===== src/tia_audio_pkg.sv =====
package tia_audio_pkg;

	// register widths
	localparam int audc_w = 4;
	localparam int audf_w = 5;
	localparam int audv_w = 4;
	localparam int level_w = 5;  // 15 + 15 fits

	// poly and pattern lengths
	localparam int poly4_w = 4;
	localparam int poly5_w = 5;
	localparam int poly9_w = 9;
	localparam int div6_len = 6;
	localparam int div6_high = 3;
	localparam int sq31_high = 18;
	localparam int sq31_len = 31;

	// ########################################
	// host write port
	// ########################################
	typedef logic [2:0] reg_addr_t;

	localparam reg_addr_t addr_audc0 = 3'd0;
	localparam reg_addr_t addr_audc1 = 3'd1;
	localparam reg_addr_t addr_audf0 = 3'd2;
	localparam reg_addr_t addr_audf1 = 3'd3;
	localparam reg_addr_t addr_audv0 = 3'd4;
	localparam reg_addr_t addr_audv1 = 3'd5;

	typedef struct packed {
		logic [3:0] rsvd;
		logic [audc_w-1:0] val;  // audc or audv
	} reg_ctl_t;

	typedef struct packed {
		logic [2:0] rsvd;
		logic [audf_w-1:0] val;
	} reg_freq_t;

	typedef union packed {
		reg_ctl_t ctl;
		reg_freq_t freq;
	} reg_data_u;

	typedef struct packed {
		reg_addr_t addr;
		reg_data_u data;
	} reg_wr_t;

	typedef struct packed {
		logic [audc_w-1:0] audc;
		logic [audf_w-1:0] audf;
		logic [audv_w-1:0] audv;
	} chan_cfg_t;

	typedef struct packed {
		logic [level_w-1:0] level;
		logic aud0;
		logic aud1;
	} audio_sample_t;

	// ########################################
	// waveform modes
	// ########################################
	typedef logic [2:0] mode_t;

	localparam mode_t mode_const = 3'd0;
	localparam mode_t mode_poly4 = 3'd1;
	localparam mode_t mode_div2 = 3'd2;
	localparam mode_t mode_poly5 = 3'd3;
	localparam mode_t mode_poly9 = 3'd4;
	localparam mode_t mode_div6 = 3'd5;
	localparam mode_t mode_sq31 = 3'd6;

	function automatic mode_t mode_of(input logic [audc_w-1:0] audc);
		case (audc)
			4'h1: return mode_poly4;
			4'h4, 4'h5: return mode_div2;
			4'h7, 4'h9: return mode_poly5;
			4'h8: return mode_poly9;
			4'hc, 4'hd: return mode_div6;
			4'h6, 4'ha: return mode_sq31;
			default: return mode_const;  // 0, b and the chained codes
		endcase
	endfunction

endpackage


===== src/audio_reg_file.sv =====
`timescale 1ns/1ns

module audio_reg_file (
	input logic CLK_30,
	input logic arst_n,
	input logic wr_en,
	input tia_audio_pkg::reg_wr_t wr,
	output tia_audio_pkg::chan_cfg_t cfg0,
	output tia_audio_pkg::chan_cfg_t cfg1,
	output logic restart0,
	output logic restart1
);
	import tia_audio_pkg::*;

	logic wr_ch0;  // audc0 or audf0 written
	logic wr_ch1;

	assign wr_ch0 = wr_en && (wr.addr == addr_audc0 || wr.addr == addr_audf0);
	assign wr_ch1 = wr_en && (wr.addr == addr_audc1 || wr.addr == addr_audf1);

	always_ff @(posedge CLK_30 or negedge arst_n) begin
		if (!arst_n) begin
			cfg0 <= '0;
			cfg1 <= '0;
		end else if (wr_en) begin
			case (wr.addr)
				addr_audc0: cfg0.audc <= wr.data.ctl.val;
				addr_audc1: cfg1.audc <= wr.data.ctl.val;
				addr_audf0: cfg0.audf <= wr.data.freq.val;
				addr_audf1: cfg1.audf <= wr.data.freq.val;
				addr_audv0: cfg0.audv <= wr.data.ctl.val;
				addr_audv1: cfg1.audv <= wr.data.ctl.val;
				default: ;  // 6 and 7 unmapped
			endcase
		end
	end

	// one cycle after the write edge
	always_ff @(posedge CLK_30 or negedge arst_n) begin
		if (!arst_n) begin
			restart0 <= 1'b0;
			restart1 <= 1'b0;
		end else begin
			restart0 <= wr_ch0;
			restart1 <= wr_ch1;
		end
	end

	// back to back restarts need back to back writes
	a_restart0_pulse: assert property (
		@(posedge CLK_30) disable iff (!arst_n)
		restart0 && $past(restart0) |-> $past(wr_en) && $past(wr_en, 2)
	) else $error("restart0 held high without a write in each cycle");

endmodule


===== src/freq_divider.sv =====
`timescale 1ns/1ns

module freq_divider (
	input logic CLK_30,
	input logic arst_n,
	input logic [tia_audio_pkg::audf_w-1:0] audf,
	input logic restart,
	output logic step
);
	import tia_audio_pkg::*;

	logic [audf_w-1:0] cnt;
	logic tc;

	assign tc = (cnt == '0);

	// first step lands audf+1 cycles after restart
	always_ff @(posedge CLK_30 or negedge arst_n) begin
		if (!arst_n) begin
			cnt <= '0;
		end else if (restart || tc) begin
			cnt <= audf;
		end else begin
			cnt <= cnt - 1'b1;
		end
	end

	assign step = tc && !restart;  // no step while reloading

	// audf only moves through a write, and every write restarts the count
	a_cnt_range: assert property (
		@(posedge CLK_30) disable iff (!arst_n)
		!restart |-> cnt <= audf
	) else $error("divider count above the programmed audf");

endmodule


===== src/poly_waveform.sv =====
`timescale 1ns/1ns

module poly_waveform (
	input logic CLK_30,
	input logic arst_n,
	input logic [tia_audio_pkg::audc_w-1:0] audc,
	input logic step,
	input logic restart,
	output logic wave_bit
);
	import tia_audio_pkg::*;

	mode_t mode;
	logic [poly4_w-1:0] poly4;
	logic [poly5_w-1:0] poly5;
	logic [poly9_w-1:0] poly9;
	logic div2;
	logic [2:0] div6_idx;
	logic [4:0] sq_idx;
	logic gen_bit;

	assign mode = mode_of(audc);

	// ########################################
	// current bit of the selected generator
	// ########################################
	always_comb begin
		case (mode)
			mode_poly4: gen_bit = poly4[0];
			mode_poly5: gen_bit = poly5[0];
			mode_poly9: gen_bit = poly9[0];
			mode_div2: gen_bit = div2;
			mode_div6: gen_bit = (div6_idx < 3'(div6_high));
			mode_sq31: gen_bit = (sq_idx < 5'(sq31_high));
			default: gen_bit = 1'b1;
		endcase
	end

	// ########################################
	// generator state
	// ########################################
	always_ff @(posedge CLK_30 or negedge arst_n) begin
		if (!arst_n) begin
			poly4 <= '1;
			poly5 <= '1;
			poly9 <= '1;
			div2 <= 1'b1;
			div6_idx <= '0;
			sq_idx <= '0;
		end else if (restart) begin
			poly4 <= '1;  // seed
			poly5 <= '1;
			poly9 <= '1;
			div2 <= 1'b1;
			div6_idx <= '0;
			sq_idx <= '0;
		end else if (step) begin
			case (mode)
				mode_poly4: poly4 <= {poly4[0] ^ poly4[1], poly4[poly4_w-1:1]};
				mode_poly5: poly5 <= {poly5[0] ^ poly5[2], poly5[poly5_w-1:1]};
				mode_poly9: poly9 <= {poly9[0] ^ poly9[4], poly9[poly9_w-1:1]};
				mode_div2: div2 <= ~div2;
				mode_div6: begin
					if (div6_idx == 3'(div6_len - 1))
						div6_idx <= '0;
					else
						div6_idx <= div6_idx + 3'd1;
				end
				mode_sq31: begin
					if (sq_idx == 5'(sq31_len - 1))
						sq_idx <= '0;
					else
						sq_idx <= sq_idx + 5'd1;
				end
				default: ;  // constant holds no state
			endcase
		end
	end

	// output flop, one cycle behind the step
	always_ff @(posedge CLK_30 or negedge arst_n) begin
		if (!arst_n)
			wave_bit <= 1'b1;
		else if (step && !restart)
			wave_bit <= gen_bit;
	end

	a_sq_idx: assert property (
		@(posedge CLK_30) disable iff (!arst_n)
		sq_idx < 5'(sq31_len)
	) else $error("square index ran past the pattern length");

endmodule


===== src/sample_mixer_fsm.sv =====
`timescale 1ns/1ns

module sample_mixer_fsm (
	input logic CLK_30,
	input logic arst_n,
	input logic step0,
	input logic bit0,
	input logic bit1,
	input logic [tia_audio_pkg::audv_w-1:0] audv0,
	input logic [tia_audio_pkg::audv_w-1:0] audv1,
	output tia_audio_pkg::audio_sample_t smp,
	output logic smp_valid,
	input logic smp_ready,
	output logic [7:0] overrun
);
	import tia_audio_pkg::*;

	typedef enum logic [1:0] {
		IDLE,
		COMPUTE,
		SEND
	} state_t;

	state_t state;
	logic step0_d;  // waveform has settled by now
	logic drop;
	logic [level_w-1:0] mix;

	assign drop = step0_d && (state != IDLE);
	assign mix = (bit0 ? level_w'(audv0) : '0) + (bit1 ? level_w'(audv1) : '0);

	// ########################################
	// control
	// ########################################
	always_ff @(posedge CLK_30 or negedge arst_n) begin
		if (!arst_n) begin
			state <= IDLE;
			step0_d <= 1'b0;
			smp_valid <= 1'b0;
			overrun <= '0;
		end else begin
			step0_d <= step0;
			case (state)
				IDLE: if (step0_d) state <= COMPUTE;
				COMPUTE: begin
					state <= SEND;
					smp_valid <= 1'b1;
				end
				SEND: begin
					if (smp_ready) begin
						state <= IDLE;
						smp_valid <= 1'b0;
					end
				end
				default: state <= IDLE;
			endcase
			if (drop && overrun != 8'hff)
				overrun <= overrun + 8'd1;  // saturates
		end
	end

	// payload latched at the end of COMPUTE
	always_ff @(posedge CLK_30) begin
		if (state == COMPUTE) begin
			smp.level <= mix;
			smp.aud0 <= bit0;
			smp.aud1 <= bit1;
		end
	end

	a_smp_hold: assert property (
		@(posedge CLK_30) disable iff (!arst_n)
		smp_valid && !smp_ready |=> smp_valid && $stable(smp)
	) else $error("sample changed while waiting for ready");

endmodule


===== src/tia_audio_top.sv =====
`timescale 1ns/1ns

module tia_audio_top (
	input logic CLK_30,
	input logic arst_n,
	input logic wr_en,
	input tia_audio_pkg::reg_wr_t wr,
	output logic aud0,
	output logic aud1,
	output tia_audio_pkg::audio_sample_t smp,
	output logic smp_valid,
	input logic smp_ready,
	output logic [7:0] overrun
);
	import tia_audio_pkg::*;

	chan_cfg_t cfg0;
	chan_cfg_t cfg1;
	logic restart0;
	logic restart1;
	logic step0;
	logic step1;

	audio_reg_file u_regs (
		.CLK_30(CLK_30),
		.arst_n(arst_n),
		.wr_en(wr_en),
		.wr(wr),
		.cfg0(cfg0),
		.cfg1(cfg1),
		.restart0(restart0),
		.restart1(restart1)
	);

	// ########################################
	// channel 0
	// ########################################
	freq_divider u_div0 (.CLK_30(CLK_30), .arst_n(arst_n), .audf(cfg0.audf),
		.restart(restart0), .step(step0));

	poly_waveform u_wave0 (.CLK_30(CLK_30), .arst_n(arst_n), .audc(cfg0.audc),
		.step(step0), .restart(restart0), .wave_bit(aud0));

	// ########################################
	// channel 1
	// ########################################
	freq_divider u_div1 (.CLK_30(CLK_30), .arst_n(arst_n), .audf(cfg1.audf),
		.restart(restart1), .step(step1));

	poly_waveform u_wave1 (.CLK_30(CLK_30), .arst_n(arst_n), .audc(cfg1.audc),
		.step(step1), .restart(restart1), .wave_bit(aud1));

	// samples paced by channel 0
	sample_mixer_fsm u_mixer (
		.CLK_30(CLK_30),
		.arst_n(arst_n),
		.step0(step0),
		.bit0(aud0),
		.bit1(aud1),
		.audv0(cfg0.audv),
		.audv1(cfg1.audv),
		.smp(smp),
		.smp_valid(smp_valid),
		.smp_ready(smp_ready),
		.overrun(overrun)
	);

endmodule

===== config.mk =====
export PLATFORM = sky130hd
export DESIGN_NAME = tia_audio_top
export DESIGN_NICKNAME = d
export VERILOG_FILES = /design/src/tia_audio_pkg.sv /design/src/audio_reg_file.sv /design/src/freq_divider.sv /design/src/poly_waveform.sv /design/src/sample_mixer_fsm.sv /design/src/tia_audio_top.sv
export SDC_FILE = /design/constraint.sdc
export NUM_CORES = 1
export LEC_CHECK = 0
export CORE_AREA = 4 4 117 141
export DETAILED_ROUTE_END_ITERATION = 12
export DIE_AREA = 0 0 121 145
export DONT_BUFFER_PORTS = 1
export PLACE_DENSITY = 0.61
export SLEW_MARGIN = 5
export SYNTH_ARGS = -nofsm -noshare
export SYNTH_HDL_FRONTEND = slang
export SYNTH_HIERARCHICAL = 1
export SYNTH_SLANG_ARGS = --single-unit

===== constraint.sdc =====
create_clock -name CLK_30 -period 3.3 [get_ports CLK_30]
set_input_delay 0.495 -clock CLK_30 [delete_from_list [all_inputs] [get_ports CLK_30]]
set_output_delay 0.495 -clock CLK_30 [all_outputs]
set_load 0.02 [all_outputs]

==> impl_metrics.py <==
metrics = {
    "timing": {
        "hold_slack_ps": 23.9,
        "final_min_period_over_clock_period_pct": 68.7,
        "total_of_endpoints_with_negative_setup_slack_in_the_final_report": 0,
        "rsz0062_at_grt": "no",
        "timing_max_transition_violations_final": 0,
        "period_minus_slack_ps": 2270,
        "fmax_mhz": 441,
        "clk_skew_ps": 8.76,
        "timing_worst_slew_pin_value_ps": 615,
        "worst_slew_margin_rel_pct": 59.0,
        "finalHoldViolCount": 0,
        "finalSetupTns_ps": 0,
        "layout_setup_ws_ps": 1030,
    },
    "floorplanning": {
        "design.die.area_um2": 17500,
        "floorplan.initialDensity_pct": 39.6,
        "number_of_placement_rows": 49,
        "core-area_um2": 15000,
        "design.portCount": 33,
        "dieHeight_um": 145,
        "chipWidth_um": 121,
    },
    "route": {
        "drt_first_iter_violations": 250,
        "routed_wire_length_per_instance_um": 14.5,
        "firstDrtPassIters": 5,
        "postRouteAntennaNets": 0,
        "viasPerCell": 5.25,
        "drt-total-wl_um": 10700,
        "route.vias.total": 3871,
        "drt_drc_violations_left": 0,
    },
    "worst_setup_path": {
        "timing_worst_setup_path_type": "register to register",
        "critical_path_arrival_ps": 2590,
        "worst-path-max-fanout": 18,
        "cp_slowest_stage_delay_ps": 560,
        "worstPathRequired_ps": 3620,
        "worstSetupEndpointType": "register",
        "critical_path.startpoint_type": "register",
        "worstPathCellList": "inv_1 -> ha_1 -> and4bb_1 -> a31o_4 -> and3_1 -> nor2b_1 -> a211o_1",
        "cpMaxStageDelayCell": "and3_1",
    },
    "clock_network": {
        "ctsLongestPathBuffers": 2,
        "clock_tree_from_tritoncts": "yes",
        "cts_htree_levels": 4,
        "cts_buffers": 17,
        "clock-sinks": 113,
        "cts.root.buffer_cell": "clkbuf_16",
        "path_clk_slew_ps": 50,
        "clock_latency_ps": 400,
    },
    "synth": {
        "mappedNetlistArea_um2": 5950,
        "synthCells": 510,
        "synthXorXnorAreaFrac_pct": 3.24,
        "synth_top_cell_area_share_pct": 27.8,
        "async_flop_share_pct": 93.8,
        "synth_cell_type_count": 75,
        "dominantRegCellSynth": "dfrtp_1",
        "simple_gate_portion_of_the_synthesized_area_pct": 16.5,
        "share_of_the_yosys_chip_area_belonging_to_registers_pct": 48.9,
        "synth_edf_count": 7,
        "largest_family_of_logic_cells_by_synthesized_area": "simple AND/OR/NAND/NOR gates",
        "synth.area.mux_share_pct": 7.99,
        "avgSynthCellArea_um2": 11.7,
        "synth_compound_area_share_pct": 14.4,
        "yosys.area.top_type": "dfrtp_1",
        "yosys.area_share.adder_pct": 4.75,
        "synthesis.nets": 547,
        "synthesis.yosys.warnings": 6,
        "synth.ff_latch_count": 113,
        "synth_area_leaders": "dfrtp_1 28%, dfstp_2 18%, a211o_1 5.6%, mux2_2 5.1%, ha_1 4.4%",
    },
    "global_routing": {
        "antenna_found_initial": 0,
        "global_route_usage_sum_pct": 12.9,
        "global_route_wire_length_before_repair_um": 18500,
        "grt_max_degree": 107,
        "grt_pass1_vias": 3971,
        "globalRoute.totalOverflow": 0,
    },
    "run": {
        "maxCapViolCount": 0,
    },
    "hold_path": {
        "timing.hold.worst.class": "input port to async pin",
    },
    "pwr": {
        "power_density_nw_per_um2": 814,
        "power.ir.vdd_worst_uv": 350,
        "leakage_power_of_the_design_uw": 0.00299,
    },
    "cells_and_area": {
        "area_delta_synth_final_pct": 14.6,
        "finalNonFillerCells": 737,
        "final_net_count": 557,
        "drive_gt1_share_pct": 26.3,
        "commonest_non_fill_non_tap_cell_in_the_layout": "dfrtp_1",
        "layout_fillers": 1358,
        "most-common-layout-cells": "66 x dfrtp_1, 40 x dfstp_2, 38 x a211o_1",
        "num_antenna_cells": 0,
    },
    "run_status": {
        "run_status": "complete, no violations",
    },
    "place": {
        "finalWeightedCongestion": 0.769,
        "dpl_worst_slack_ps": 1050,
        "place.detailed.hpwl_um": 6980,
        "dpl.cell_count": 704,
        "port_buffers": 0,
    },
}
-- power breakdown --
group,internal (µW),switching [µW],total [µW]
registers,1890,408,2300
logic,697,578,1270
clock network,1370,605,1970
total,3950,1590,5550
-- critical path, delay by kind of cell (launching register included) --
| kind | cells | cell delay [ps] |
|---|---|---|
| AND/OR/NAND/NOR | 3 | 880 |
| AO/OA/AOI/OAI | 2 | 430 |
| adder cells (fa/ha/maj) | 1 | 320 |
| flip-flops | 1 | 480 |
| buffers and inverters | 1 | 80 |
-- synthesized netlist by cell type, types with 8 or more instances --
| cell | count |
|---|---|
| nand2b_1 | 10 |
| o21ai_0 | 17 |
| xnor2_1 | 9 |
| xor2_1 | 13 |
| nand3_1 | 9 |
| nor2_1 | 35 |
| a211o_1 | 38 |
| a21oi_1 | 11 |
| dfrtp_1 | 66 |
| nor3_1 | 10 |
| nor2b_1 | 24 |
| mux2_4 | 8 |
| inv_1 | 37 |
| and2_1 | 8 |
| dfstp_2 | 40 |
| ha_1 | 21 |
| nand2_1 | 18 |
| mux2_2 | 27 |
-- metal layers --
layer | vias to the layer above | wire, µm | part of all wire (%) | track usage (%)
li1 | 1844 | - | - | -
met1 | 1963 | 4610 | 43 | 14.8
met2 | 53 | 5610 | 53 | 22.9
met3 | 11 | 302 | 2.8 | 2.41
met4 | 0 | 157 | 1.5 | 6.07
met5 | - | 0 | 0 | 0
-- metrics by stage --
stage               total power, µW  cell area (µm²)  util [%]
floorplan                      3310             5950         -
global placement               3500             6140      40.9
global route                   5880             6820      45.4
CTS                            5620             6820      45.4
detailed placement             3560             6140      40.9
finish                         5550             6820      45.4
-- area by class of cell --
cell class	count	area (µm²)	area share, %
tap	204	255	3.74
inverter	37	139	2.04
sequential	113	2910	42.7
multi-input combinational	345	2790	41.0
clock buffer	23	499	7.32
clock inverter	9	153	2.24
timing repair buffer	6	65.1	0.954
-- timing repair --
item                                   in CTS  in global routing
hold buffers                                1                  0
gates resized for setup                     0                  0
setup buffers                               0                  0
endpoints found under the hold margin     106                  0
-- cells by family after synthesis --
logic type / count (synthesis)
adder cells (fa/ha/maj): 22
buffers and inverters: 52
AO/OA/AOI/OAI: 108
AND/OR/NAND/NOR: 153
XOR/XNOR: 22
multiplexers: 40
flip-flops: 113
-- sequential cells by signal, indices dropped and copies added (netlist names), 5 cells and up --
register and cells:
u_regs/cfg1 13, u_wave0/poly5 5, u_wave1/sq_idx 5, u_mixer/overrun 8
u_div0/cnt 5, u_mixer/smp 7, u_div1/cnt 5, u_wave1/poly5 5
u_wave1/poly9 9, u_wave0/sq_idx 5, u_wave0/poly9 9, u_regs/cfg0 13
-- final timing paths --
kind | start | to | slack [ps] | cells past startpoint
worst min register to register | u_regs/cfg0[8] | u_regs/cfg0[8] | 500 | 1
worst max-delay path | u_regs/cfg1[9] | u_wave1/poly9[5] | 1030 | 7
min in group CLK_30 | wr[10] | u_regs/restart0 | 160 | 1
worst min-delay path | arst_n | u_mixer/overrun[3] | 20 | 1
worst max register to register | u_regs/cfg1[9] | u_wave1/poly9[5] | 1030 | 7
max in group asynchronous | arst_n | u_wave1/poly9[5] | 2840 | 1
(Power assumes the default switching activity.)
